===== src/include/sb_params.svh =====
// sizing macros for the issue scoreboard
// included by the package and by every module that sizes ports or storage
`ifndef SB_PARAMS_SVH
`define SB_PARAMS_SVH

// queue depth, must stay a power of two so the counter top bit reads as full
`define SB_NR_ENTRIES 8
// write-back ports from the functional units
`define SB_NR_WB 2
// integer register file size
`define SB_NR_REGS 32
// data path width
`define SB_XLEN 32
// commit ports, the commit logic assumes exactly two
`define SB_NR_COMMIT 2

// field widths
`define SB_REG_ADDR_W 5
`define SB_TRANS_ID_W 3
`define SB_FU_W 3

`endif

===== src/design/sb_pkg.sv =====
// shared types of the issue scoreboard
// modules pull these in with a wildcard import in their header
`include "sb_params.svh"

package sb_pkg;

  // ------------------------------------------------------------------
  // functional unit that will produce the result of an entry
  // ------------------------------------------------------------------
  // NONE means the entry completes by itself, without a write-back
  typedef enum logic [`SB_FU_W-1:0] {
    NONE  = 0,
    ALU   = 1,
    MULT  = 2,
    LOAD  = 3,
    STORE = 4
  } fu_e;

  // ------------------------------------------------------------------
  // scalar types
  // ------------------------------------------------------------------
  // integer register index
  typedef logic [`SB_REG_ADDR_W-1:0] reg_addr_t;

  // result and operand word
  typedef logic [`SB_XLEN-1:0] xlen_t;

  // transaction id, equal to the queue slot of the entry
  typedef logic [`SB_TRANS_ID_W-1:0] trans_id_t;

endpackage


===== src/design/scoreboard_top.sv =====
// issue scoreboard top level, in-order issue with out-of-order completion
// gates issue on branch and full state and ties queue, clobber map and forwarder together
`include "sb_params.svh"

module scoreboard_top
  import sb_pkg::*;
(
  input  logic                              clk_i,
  input  logic                              rst_ni,
  output logic                              sb_full_o,
  input  logic                              flush_i,
  input  logic                              flush_unissued_i,
  input  logic                              unresolved_branch_i,
  // decoded instruction from the front end
  input  logic                              decoded_valid_i,
  input  fu_e                               decoded_fu_i,
  input  reg_addr_t                         decoded_rd_i,
  output logic                              decoded_ack_o,
  // issue handshake
  output logic                              issue_valid_o,
  output trans_id_t                         issue_trans_id_o,
  input  logic                              issue_ack_i,
  // write-back ports
  input  logic      [`SB_NR_WB-1:0]         wb_valid_i,
  input  trans_id_t [`SB_NR_WB-1:0]         wb_trans_id_i,
  input  xlen_t     [`SB_NR_WB-1:0]         wb_data_i,
  // commit ports
  output logic      [`SB_NR_COMMIT-1:0]     commit_valid_o,
  output reg_addr_t [`SB_NR_COMMIT-1:0]     commit_rd_o,
  output xlen_t     [`SB_NR_COMMIT-1:0]     commit_result_o,
  output trans_id_t [`SB_NR_COMMIT-1:0]     commit_trans_id_o,
  input  logic      [`SB_NR_COMMIT-1:0]     commit_ack_i,
  // clobber map to the issue stage
  output fu_e       [`SB_NR_REGS-1:0]       rd_clobber_o,
  // operand read ports
  input  reg_addr_t                         rs1_i,
  output xlen_t                             rs1_o,
  output logic                              rs1_valid_o,
  input  reg_addr_t                         rs2_i,
  output xlen_t                             rs2_o,
  output logic                              rs2_valid_o
);

  logic                             alloc;
  logic      [`SB_NR_ENTRIES-1:0]   ent_issued;
  logic      [`SB_NR_ENTRIES-1:0]   ent_valid;
  fu_e       [`SB_NR_ENTRIES-1:0]   ent_fu;
  reg_addr_t [`SB_NR_ENTRIES-1:0]   ent_rd;
  xlen_t     [`SB_NR_ENTRIES-1:0]   ent_result;

  // ------------------------------------------------------------------
  // issue gating
  // ------------------------------------------------------------------
  // no issue behind an unresolved branch or into a full queue
  assign issue_valid_o = decoded_valid_i & ~unresolved_branch_i & ~sb_full_o;
  assign decoded_ack_o = issue_ack_i & ~sb_full_o;
  // flush_unissued kills the instruction on its way in
  assign alloc         = decoded_valid_i & decoded_ack_o & ~flush_unissued_i;

  sb_entry_queue u_queue (
    .clk_i, .rst_ni,
    .alloc_i           (alloc),
    .alloc_fu_i        (decoded_fu_i),
    .alloc_rd_i        (decoded_rd_i),
    .wb_valid_i, .wb_trans_id_i, .wb_data_i,
    .commit_ack_i, .flush_i,
    .full_o            (sb_full_o),
    .issue_ptr_o       (issue_trans_id_o),
    .ent_issued_o      (ent_issued),
    .ent_valid_o       (ent_valid),
    .ent_fu_o          (ent_fu),
    .ent_rd_o          (ent_rd),
    .ent_result_o      (ent_result),
    .commit_valid_o, .commit_rd_o, .commit_result_o, .commit_trans_id_o
  );

  // clobber map and forwarder look at the same queue snapshot
  sb_clobber_map u_clobber (
    .ent_issued_i (ent_issued),
    .ent_fu_i     (ent_fu),
    .ent_rd_i     (ent_rd),
    .rd_clobber_o
  );

  sb_operand_fwd u_fwd (
    .rs1_i, .rs2_i,
    .wb_valid_i, .wb_trans_id_i, .wb_data_i,
    .ent_issued_i (ent_issued),
    .ent_valid_i  (ent_valid),
    .ent_rd_i     (ent_rd),
    .ent_result_i (ent_result),
    .rs1_o, .rs1_valid_o, .rs2_o, .rs2_valid_o
  );

endmodule


===== src/design/sb_operand_fwd.sv =====
// source operand forwarding for rs1 and rs2
// same-cycle write-backs first, then completed entries still in the queue
`include "sb_params.svh"

module sb_operand_fwd
  import sb_pkg::*;
(
  input  reg_addr_t                      rs1_i,
  input  reg_addr_t                      rs2_i,
  // write-back ports, tapped in the same cycle
  input  logic      [`SB_NR_WB-1:0]      wb_valid_i,
  input  trans_id_t [`SB_NR_WB-1:0]      wb_trans_id_i,
  input  xlen_t     [`SB_NR_WB-1:0]      wb_data_i,
  // queue contents
  input  logic      [`SB_NR_ENTRIES-1:0] ent_issued_i,
  input  logic      [`SB_NR_ENTRIES-1:0] ent_valid_i,
  input  reg_addr_t [`SB_NR_ENTRIES-1:0] ent_rd_i,
  input  xlen_t     [`SB_NR_ENTRIES-1:0] ent_result_i,
  // forwarded operands
  output xlen_t                          rs1_o,
  output logic                           rs1_valid_o,
  output xlen_t                          rs2_o,
  output logic                           rs2_valid_o
);

  // write-back ports sit at the low indices and so win the selection
  localparam int unsigned NUM_IN = `SB_NR_WB + `SB_NR_ENTRIES;

  logic [NUM_IN-1:0] rs1_req;
  logic [NUM_IN-1:0] rs2_req;
  xlen_t             fwd_data [NUM_IN];
  logic              rs1_hit;
  logic              rs2_hit;

  // ------------------------------------------------------------------
  // request vectors
  // ------------------------------------------------------------------
  always_comb begin
    // a strobe counts only when its slot still holds an issued entry
    for (int p = 0; p < `SB_NR_WB; p++) begin
      rs1_req[p]  = wb_valid_i[p] && ent_issued_i[wb_trans_id_i[p]] &&
                    (ent_rd_i[wb_trans_id_i[p]] == rs1_i);
      rs2_req[p]  = wb_valid_i[p] && ent_issued_i[wb_trans_id_i[p]] &&
                    (ent_rd_i[wb_trans_id_i[p]] == rs2_i);
      fwd_data[p] = wb_data_i[p];
    end
    // stored entries only once their result is in
    for (int e = 0; e < `SB_NR_ENTRIES; e++) begin
      rs1_req[`SB_NR_WB+e]  = ent_issued_i[e] && ent_valid_i[e] && (ent_rd_i[e] == rs1_i);
      rs2_req[`SB_NR_WB+e]  = ent_issued_i[e] && ent_valid_i[e] && (ent_rd_i[e] == rs2_i);
      fwd_data[`SB_NR_WB+e] = ent_result_i[e];
    end
  end

  // ------------------------------------------------------------------
  // selection
  // ------------------------------------------------------------------
  sb_prio_select #(.NUM_IN(NUM_IN), .payload_t(xlen_t)) u_sel_rs1 (
    .req_i   (rs1_req),
    .data_i  (fwd_data),
    .valid_o (rs1_hit),
    .data_o  (rs1_o)
  );

  sb_prio_select #(.NUM_IN(NUM_IN), .payload_t(xlen_t)) u_sel_rs2 (
    .req_i   (rs2_req),
    .data_i  (fwd_data),
    .valid_o (rs2_hit),
    .data_o  (rs2_o)
  );

  // x0 reads come from the register file, never from here
  assign rs1_valid_o = rs1_hit && (rs1_i != '0);
  assign rs2_valid_o = rs2_hit && (rs2_i != '0);

endmodule


===== src/design/sb_clobber_map.sv =====
// clobber map, tells the issue stage which unit will write each register
// one priority selector per register over all issued entries
`include "sb_params.svh"

module sb_clobber_map
  import sb_pkg::*;
(
  input  logic      [`SB_NR_ENTRIES-1:0] ent_issued_i,
  input  fu_e       [`SB_NR_ENTRIES-1:0] ent_fu_i,
  input  reg_addr_t [`SB_NR_ENTRIES-1:0] ent_rd_i,
  output fu_e       [`SB_NR_REGS-1:0]    rd_clobber_o
);

  localparam int unsigned NUM_IN = `SB_NR_ENTRIES + 1;

  // candidates, one per entry plus the NONE default in the last slot
  fu_e cand_fu [NUM_IN];

  always_comb begin
    for (int i = 0; i < `SB_NR_ENTRIES; i++) begin
      cand_fu[i] = ent_fu_i[i];
    end
    // lowest priority, shown when no entry targets the register
    cand_fu[`SB_NR_ENTRIES] = NONE;
  end

  // ------------------------------------------------------------------
  // per-register lookup
  // ------------------------------------------------------------------
  for (genvar r = 0; r < `SB_NR_REGS; r++) begin : gen_reg
    logic [NUM_IN-1:0] req;

    always_comb begin
      // x0 is never clobbered, only the default may request there
      for (int i = 0; i < `SB_NR_ENTRIES; i++) begin
        req[i] = ent_issued_i[i] && (ent_rd_i[i] == reg_addr_t'(r)) && (r != 0);
      end
      req[`SB_NR_ENTRIES] = 1'b1;
    end

    // the default always requests, so the valid flag carries no news
    sb_prio_select #(
      .NUM_IN    (NUM_IN),
      .payload_t (fu_e)
    ) u_sel (
      .req_i   (req),
      .data_i  (cand_fu),
      .valid_o (),
      .data_o  (rd_clobber_o[r])
    );
  end

endmodule


===== src/design/sb_entry_queue.sv =====
// circular entry queue of the scoreboard, slot index is the transaction id
// holds per-entry state and the issue and commit pointers, shows the two oldest entries
`include "sb_params.svh"

module sb_entry_queue
  import sb_pkg::*;
(
  input  logic                                clk_i,
  input  logic                                rst_ni,
  // allocation of a new entry at the issue pointer
  input  logic                                alloc_i,
  input  fu_e                                 alloc_fu_i,
  input  reg_addr_t                           alloc_rd_i,
  // write-back ports
  input  logic      [`SB_NR_WB-1:0]           wb_valid_i,
  input  trans_id_t [`SB_NR_WB-1:0]           wb_trans_id_i,
  input  xlen_t     [`SB_NR_WB-1:0]           wb_data_i,
  // commit and flush
  input  logic      [`SB_NR_COMMIT-1:0]       commit_ack_i,
  input  logic                                flush_i,
  // occupancy
  output logic                                full_o,
  output trans_id_t                           issue_ptr_o,
  // per-entry view for the clobber map and the forwarder
  output logic      [`SB_NR_ENTRIES-1:0]      ent_issued_o,
  output logic      [`SB_NR_ENTRIES-1:0]      ent_valid_o,
  output fu_e       [`SB_NR_ENTRIES-1:0]      ent_fu_o,
  output reg_addr_t [`SB_NR_ENTRIES-1:0]      ent_rd_o,
  output xlen_t     [`SB_NR_ENTRIES-1:0]      ent_result_o,
  // commit ports, port 0 is the oldest entry
  output logic      [`SB_NR_COMMIT-1:0]       commit_valid_o,
  output reg_addr_t [`SB_NR_COMMIT-1:0]       commit_rd_o,
  output xlen_t     [`SB_NR_COMMIT-1:0]       commit_result_o,
  output trans_id_t [`SB_NR_COMMIT-1:0]       commit_trans_id_o
);

  localparam int unsigned IDX_W = $clog2(`SB_NR_ENTRIES);
  localparam int unsigned CNT_W = IDX_W + 1;

  // control state
  logic [`SB_NR_ENTRIES-1:0] issued_q, issued_d;
  logic [`SB_NR_ENTRIES-1:0] valid_q, valid_d;
  trans_id_t                 issue_ptr_q, issue_ptr_d;
  trans_id_t                 commit_ptr_q, commit_ptr_d;
  logic [CNT_W-1:0]          cnt_q, cnt_d;

  // payload
  fu_e       [`SB_NR_ENTRIES-1:0] fu_q, fu_d;
  reg_addr_t [`SB_NR_ENTRIES-1:0] rd_q, rd_d;
  xlen_t     [`SB_NR_ENTRIES-1:0] result_q, result_d;

  // slot behind each commit port
  trans_id_t commit_ptr [`SB_NR_COMMIT];
  // number of entries retired this cycle, 0 to 2
  logic [1:0] num_commit;

  // counter top bit set means all slots are taken
  assign full_o      = cnt_q[IDX_W];
  assign issue_ptr_o = issue_ptr_q;

  always_comb begin
    for (int c = 0; c < `SB_NR_COMMIT; c++) begin
      commit_ptr[c] = commit_ptr_q + trans_id_t'(c);
    end
  end

  // ack bit 1 only comes together with bit 0
  assign num_commit = {1'b0, commit_ack_i[0]} + {1'b0, commit_ack_i[1]};

  // ------------------------------------------------------------------
  // entry update
  // ------------------------------------------------------------------
  // later sections win: alloc, write-back, unit NONE, commit, flush
  always_comb begin
    issued_d = issued_q;
    valid_d  = valid_q;
    fu_d     = fu_q;
    rd_d     = rd_q;
    result_d = result_q;

    // new entry, issued but still waiting for its result
    if (alloc_i) begin
      issued_d[issue_ptr_q] = 1'b1;
      valid_d[issue_ptr_q]  = 1'b0;
      fu_d[issue_ptr_q]     = alloc_fu_i;
      rd_d[issue_ptr_q]     = alloc_rd_i;
    end

    // write-back, dropped when nothing is issued in that slot
    // (a late result from before a flush)
    for (int p = 0; p < `SB_NR_WB; p++) begin
      if (wb_valid_i[p] && issued_q[wb_trans_id_i[p]]) begin
        valid_d[wb_trans_id_i[p]]  = 1'b1;
        result_d[wb_trans_id_i[p]] = wb_data_i[p];
      end
    end

    // no unit behind the entry, it completes on its own
    for (int i = 0; i < `SB_NR_ENTRIES; i++) begin
      if (issued_q[i] && (fu_q[i] == NONE)) begin
        valid_d[i] = 1'b1;
      end
    end

    // retired entries leave the queue
    for (int c = 0; c < `SB_NR_COMMIT; c++) begin
      if (commit_ack_i[c]) begin
        issued_d[commit_ptr[c]] = 1'b0;
        valid_d[commit_ptr[c]]  = 1'b0;
      end
    end

    // full flush drops everything in flight
    if (flush_i) begin
      issued_d = '0;
      valid_d  = '0;
    end
  end

  // ------------------------------------------------------------------
  // pointers and occupancy
  // ------------------------------------------------------------------
  assign cnt_d        = flush_i ? '0 :
                        cnt_q - CNT_W'(num_commit) + CNT_W'(alloc_i);
  assign issue_ptr_d  = flush_i ? '0 : issue_ptr_q + trans_id_t'(alloc_i);
  assign commit_ptr_d = flush_i ? '0 : commit_ptr_q + trans_id_t'(num_commit);

  always_ff @(posedge clk_i or negedge rst_ni) begin
    if (!rst_ni) begin
      issued_q     <= '0;
      valid_q      <= '0;
      issue_ptr_q  <= '0;
      commit_ptr_q <= '0;
      cnt_q        <= '0;
    end else begin
      issued_q     <= issued_d;
      valid_q      <= valid_d;
      issue_ptr_q  <= issue_ptr_d;
      commit_ptr_q <= commit_ptr_d;
      cnt_q        <= cnt_d;
    end
  end

  // payload only matters while the issued bit is set
  always_ff @(posedge clk_i) begin
    fu_q     <= fu_d;
    rd_q     <= rd_d;
    result_q <= result_d;
  end

  // ------------------------------------------------------------------
  // outputs
  // ------------------------------------------------------------------
  assign ent_issued_o = issued_q;
  assign ent_valid_o  = valid_q;
  assign ent_fu_o     = fu_q;
  assign ent_rd_o     = rd_q;
  assign ent_result_o = result_q;

  always_comb begin
    for (int c = 0; c < `SB_NR_COMMIT; c++) begin
      commit_valid_o[c]    = valid_q[commit_ptr[c]];
      commit_rd_o[c]       = rd_q[commit_ptr[c]];
      commit_result_o[c]   = result_q[commit_ptr[c]];
      commit_trans_id_o[c] = commit_ptr[c];
    end
  end

endmodule


===== src/design/sb_prio_select.sv =====
// fixed-priority selector, the lowest requesting index wins
// shared by the clobber map (unit payload) and the operand forwarder (data payload)
module sb_prio_select
  import sb_pkg::*;
#(
  parameter int unsigned NUM_IN = 4,
  parameter type payload_t = xlen_t
) (
  input  logic [NUM_IN-1:0] req_i,
  input  payload_t          data_i [NUM_IN],
  output logic              valid_o,
  output payload_t          data_o
);

  // ------------------------------------------------------------------
  // priority scan
  // ------------------------------------------------------------------
  // walk from the highest index down so that a lower request overwrites
  // whatever a higher one picked before it
  always_comb begin
    valid_o = 1'b0;
    // with no request the last input is shown, valid_o stays low
    data_o  = data_i[NUM_IN-1];
    for (int i = int'(NUM_IN) - 1; i >= 0; i--) begin
      if (req_i[i]) begin
        valid_o = 1'b1;
        data_o  = data_i[i];
      end
    end
  end

  // note: only one request is expected per lookup in normal operation,
  // the priority just makes the choice deterministic when that breaks
  // (for instance right after a flush with units still writing back)

  // the selector holds no state

endmodule


===== config.mk =====
export PLATFORM = sky130hd
export DESIGN_NAME = scoreboard_top
export DESIGN_NICKNAME = d
export VERILOG_FILES = /design/src/design/sb_pkg.sv /design/src/design/scoreboard_top.sv /design/src/design/sb_operand_fwd.sv /design/src/design/sb_clobber_map.sv /design/src/design/sb_entry_queue.sv /design/src/design/sb_prio_select.sv
export VERILOG_INCLUDE_DIRS = /design/src /design/src/include
export SDC_FILE = /design/constraint.sdc
export NUM_CORES = 2
export LEC_CHECK = 0
export ABC_CLOCK_PERIOD_IN_PS = 3100
export BUFFER_PORTS_ARGS = -buffer_cell sky130_fd_sc_hd__clkbuf_2
export CORE_MARGIN = 3
export CORE_UTILIZATION = 33
export DETAILED_ROUTE_END_ITERATION = 16
export GPL_TIMING_DRIVEN = 1
export HOLD_SLACK_MARGIN = 0.12
export PLACE_DENSITY = 0.47
export RECOVER_POWER = 50
export SLEW_MARGIN = 30
export SYNTH_ARGS = -nofsm -noshare
export SYNTH_HDL_FRONTEND = slang
export SYNTH_SLANG_ARGS = --single-unit

===== constraint.sdc =====
create_clock -name clk_i -period 3.1 [get_ports clk_i]
set_input_delay 0.155 -clock clk_i [delete_from_list [all_inputs] [get_ports clk_i]]
set_output_delay 0.155 -clock clk_i [all_outputs]
set_load 0.01 [all_outputs]

==> summary.md <==
| Metric | Value |
|---|---|
| Core Footprint | 104,000 um^2 |
| CTS sink count | 346 |
| CP max stage cell | mux4_2 |
| Register area | ~7700 um^2 |
| Final hold vios | 0 |
| Final ANT Viol Nets | 0 |
| Hold path depth | 4 |
| Hold wc startpoint | commit_ack_i[0] |
| Slowest Stage Delay on Critical Path | ~0.5 ns |
| Initial core utilization | 33.5% |
| Count of pins over their slew limit | 106 |
| Vias in the first global route | 37.5k |
| Largest area contributor in the netlist | dfxtp_1 |
| Longest Clk Path Bufs | 3 |
| Total clock buffers created by CTS | 47 |
| Worst Path Max Fanout | 8 |
| First-pass GRT wire length | 270,000 um |
| Reg2Reg Depth | 8 |
| Wire per inst | 29.2 um |
| CTS tree | yes |
| Fin util | approximately 46% |
| Synthesized area per cell | 7.67 um^2 |
| Dpl hpwl | 130,000 um |
| Multi-input gate area | 27,600 um^2 |
| Fmax | 262 MHz |
| WHS | 0.172 ns |
| Detailed Route Iter0 Violations | 4,958 |
| Max-cap viol count | 2 |
| Primary FF master, synth | dfxtp_1 |
| Die H | 331 um |
| Clock transition at path regs | about 0.06 ns |
| Dpl cell area | 40,900 um^2 |
| Final setup fails | 263 |
| Drt first pass iters | 6 |
| Die ar. | 110,000 um^2 |
| Setup TNS | -82.49 ns |
| Gr usage total | 32.5% |
| Clock Latency Late Sink | 0.63 ns |
| Die W | 331 um |
| # nets final | ~5.2k |
| CP top delay family | simple AND/OR/NAND/NOR gates |
| Drc violations | 0 |
| H-Tree Depth | 2 |
| Commonest cells after routing, fill and taps aside | nand2_1 (659), nor2_1 (544), buf_4 (370) |
| Proportion of layout cells with a drive suffix above 1 | 31.7% |
| Status | finished, violations left |
| PortBufs | 345 |
| Warnings, synthesis | 0 |
| Site Rows | 118 |
| Setup crit end kind | output port |
| FF+latch count, synth | 346 |
| Worst-Margin Slew | 1.64 ns |
| Worst Hold Path EP | u_queue.ent_issued_o[6]$_DFF_PN0_ |
| Synthesized area | 34,900 um^2 |
| Most common cell after layout, fill and taps aside | nand2_1 |
| Synth async-reset ratio | 7.51% |
| Grt ovf | 0 |
| R2R Path End | u_queue.ent_result_o[252]$_DFF_P_ |
| Failing checks | max-capacitance violations, max-slew violations, negative setup slack |
| CTS root buf | clkbuf_16 |
| Sequential area share after synthesis | 22.1% |
| CP required | 2.94 ns |
| Synth area leaders | dfxtp_1 (15%), mux4_2 (11%), mux2i_1 (10%), nand2_1 (7.9%), nor2_1 (6.2%) |
| WS Path Type | reg2out |
| Initial antenna violation count | 8 |
| DP Worst Slack | -0.657 ns |
| Headroom to the max-slew limit | -9.61% |
| Post-synth EDFFs | 64 |
| Syn-to-layout area delta | 36.4% |
| Reg-to-reg slack, setup | -0.61 ns |
| Final period util | 123% |
| I/O Pins | 349 |
| Crit path launch type | register |
| Vias | 40.7k |
| Fill cells | approximately 10k |
| RR Startpoint | u_queue.ent_issued_o[7]$_DFF_PN0_ |
| Worst vdd ir | roughly 0.43 mV |
| Final WL | 191,000 um |
| RSZ-0062 raised after global routing | yes |
| Mapped Cells | between 4k and 5k |
| Drt via density | 6.23 |
| Pwr dens | 410 nW/um^2 |
| Largest net degree at the start of global routing | 79 |
| Routability Congestion | 0.975 |
| Tmin final | 3.82 ns |
| Fin Clk Skew | 0.0407 ns |
| Yosys top cell area share | between 10 and 15% |
| Final instance area | 47,600 um^2 |
| Synth cell types | between 80 and 90 |
| CP Cell Sequence | mux4_2 -> inv_2 -> o21ai_4 -> xnor2_1 -> nand4_1 -> or3_4 -> buf_16 -> and3b_2 -> o31ai_4 -> buf_4 -> buf_6 |
| CP arrival | 3.66 ns |
| Worst hold path type | in2reg |
| Pleak | 18.9 nW |
| Worst setup margin | -0.717 ns |
| Buf/Inv on CP | 4 |
-- synth_stat cells, types with 63 or more instances --
cell type	number
o21ai_0	154
a22oi_1	71
nand3_1	139
xnor2_1	63
buf_2	80
mux2i_1	363
clkbuf_1	323
buf_1	72
a311oi_1	63
nand2_1	733
mux4_2	164
nor3_1	71
o21ai_1	126
dfxtp_1	256
nor2_1	578
a31oi_1	67
a21oi_1	317
edfxtp_1	64
-- where the power goes --
group	internal (mW)	switching, mW	leakage (nW)
sequential	5.45	1.23	3.07
combinational	3.51	3.57	15.1
clock	3.39	2.38	0.781
-- per-layer routing --
metal	track usage, %	routed length (um)	up-vias
met3	4.84	17600	504
li1	-	-	17900
met5	0	13	-
met1	43.8	77300	19900
met4	15.5	11200	2
met2	50.8	84600	2458
-- worst max-delay path by stage --
stage | slack [ns] | endpoint | cells past startpoint | startpoint
final | -0.72 | rs2_o[1] | 11 | u_queue.ent_rd_o[31]$_DFFE_PP_
after detailed placement | -0.66 | rs2_o[1] | 13 | u_queue.ent_rd_o[28]$_DFFE_PP_
after global routing | -0.77 | rs1_o[19] | 13 | u_queue.ent_rd_o[39]$_DFFE_PP_
after CTS | -0.65 | rs1_o[4] | 12 | u_queue.ent_rd_o[34]$_DFFE_PP_
after global placement | -0.76 | rs2_o[2] | 11 | u_queue.ent_rd_o[6]$_DFFE_PP_
after floorplan | 0.33 | rs1_o[16] | 9 | u_queue.ent_rd_o[33]$_DFFE_PP_
-- worst register-to-register path, cell delays in order, from the launching register on --
cell	delay [ns]
dfrtp_1	0.53
mux4_2	0.51
mux2_1	0.32
and3_1	0.31
nand3_1	0.58
clkbuf_4	0.47
mux2i_1	0.23
o21ai_1	0.09
dlygate4sd3_1	0.57
-- cell families (layout without fill, tap and decap cells) --
group                      count (synthesis)  after routing  share of synthesized area [%]
buffers and inverters                    518           1108                           6.18
other                                      1              8                         0.0107
DFF                                      346            346                           22.1
xor gates and xnor gates                 106            106                           2.66
and+or+nand+nor                         1774           1774                           22.5
muxes                                    590            590                           23.2
AOI/OAI and AO/OA                       1203           1203                           22.9
adders and majority gates                 12             12                          0.473
-- sequential cells by signal (all words and copies together), names as in the netlist --
name                  flops
u_queue.ent_valid_o       8
u_queue.ent_rd_o         40
u_queue.commit_ptr_q      3
u_queue.ent_fu_o         24
u_queue.issue_ptr_o       3
u_queue.cnt_q             4
u_queue.ent_result_o    256
u_queue.ent_issued_o      8
-- through the flow --
step                total power [mW]  instances
detailed placement              13.3       6200
global placement                13.3       6197
floorplan                       10.6       4552
CTS                             19.4       6460
finish                          19.5       6527
global route                    20.4       6524
-- timing repair --
action | in CTS | in global routing
endpoints found under the setup margin | 198 | 187
pin swaps | 231 | 147
hold endpoints to repair | 360 | 0
setup buffers | 74 | 60
gates resized for setup | 418 | 370
hold buffers | 99 | 0
cloned | 6 | 15
-- area by class of cell --
type / count / area share, %
multi-input cells: 3688 / 58.0
inverters: 22 / 0.174
clock buffers: 61 / 2.73
repair buffers: 1001 / 18.6
diodes: 5 / 0.0263
well taps: 1380 / 3.63
clock inverters: 24 / 0.610
flip-flops and latches: 346 / 16.2
(Power assumes the default switching activity.)
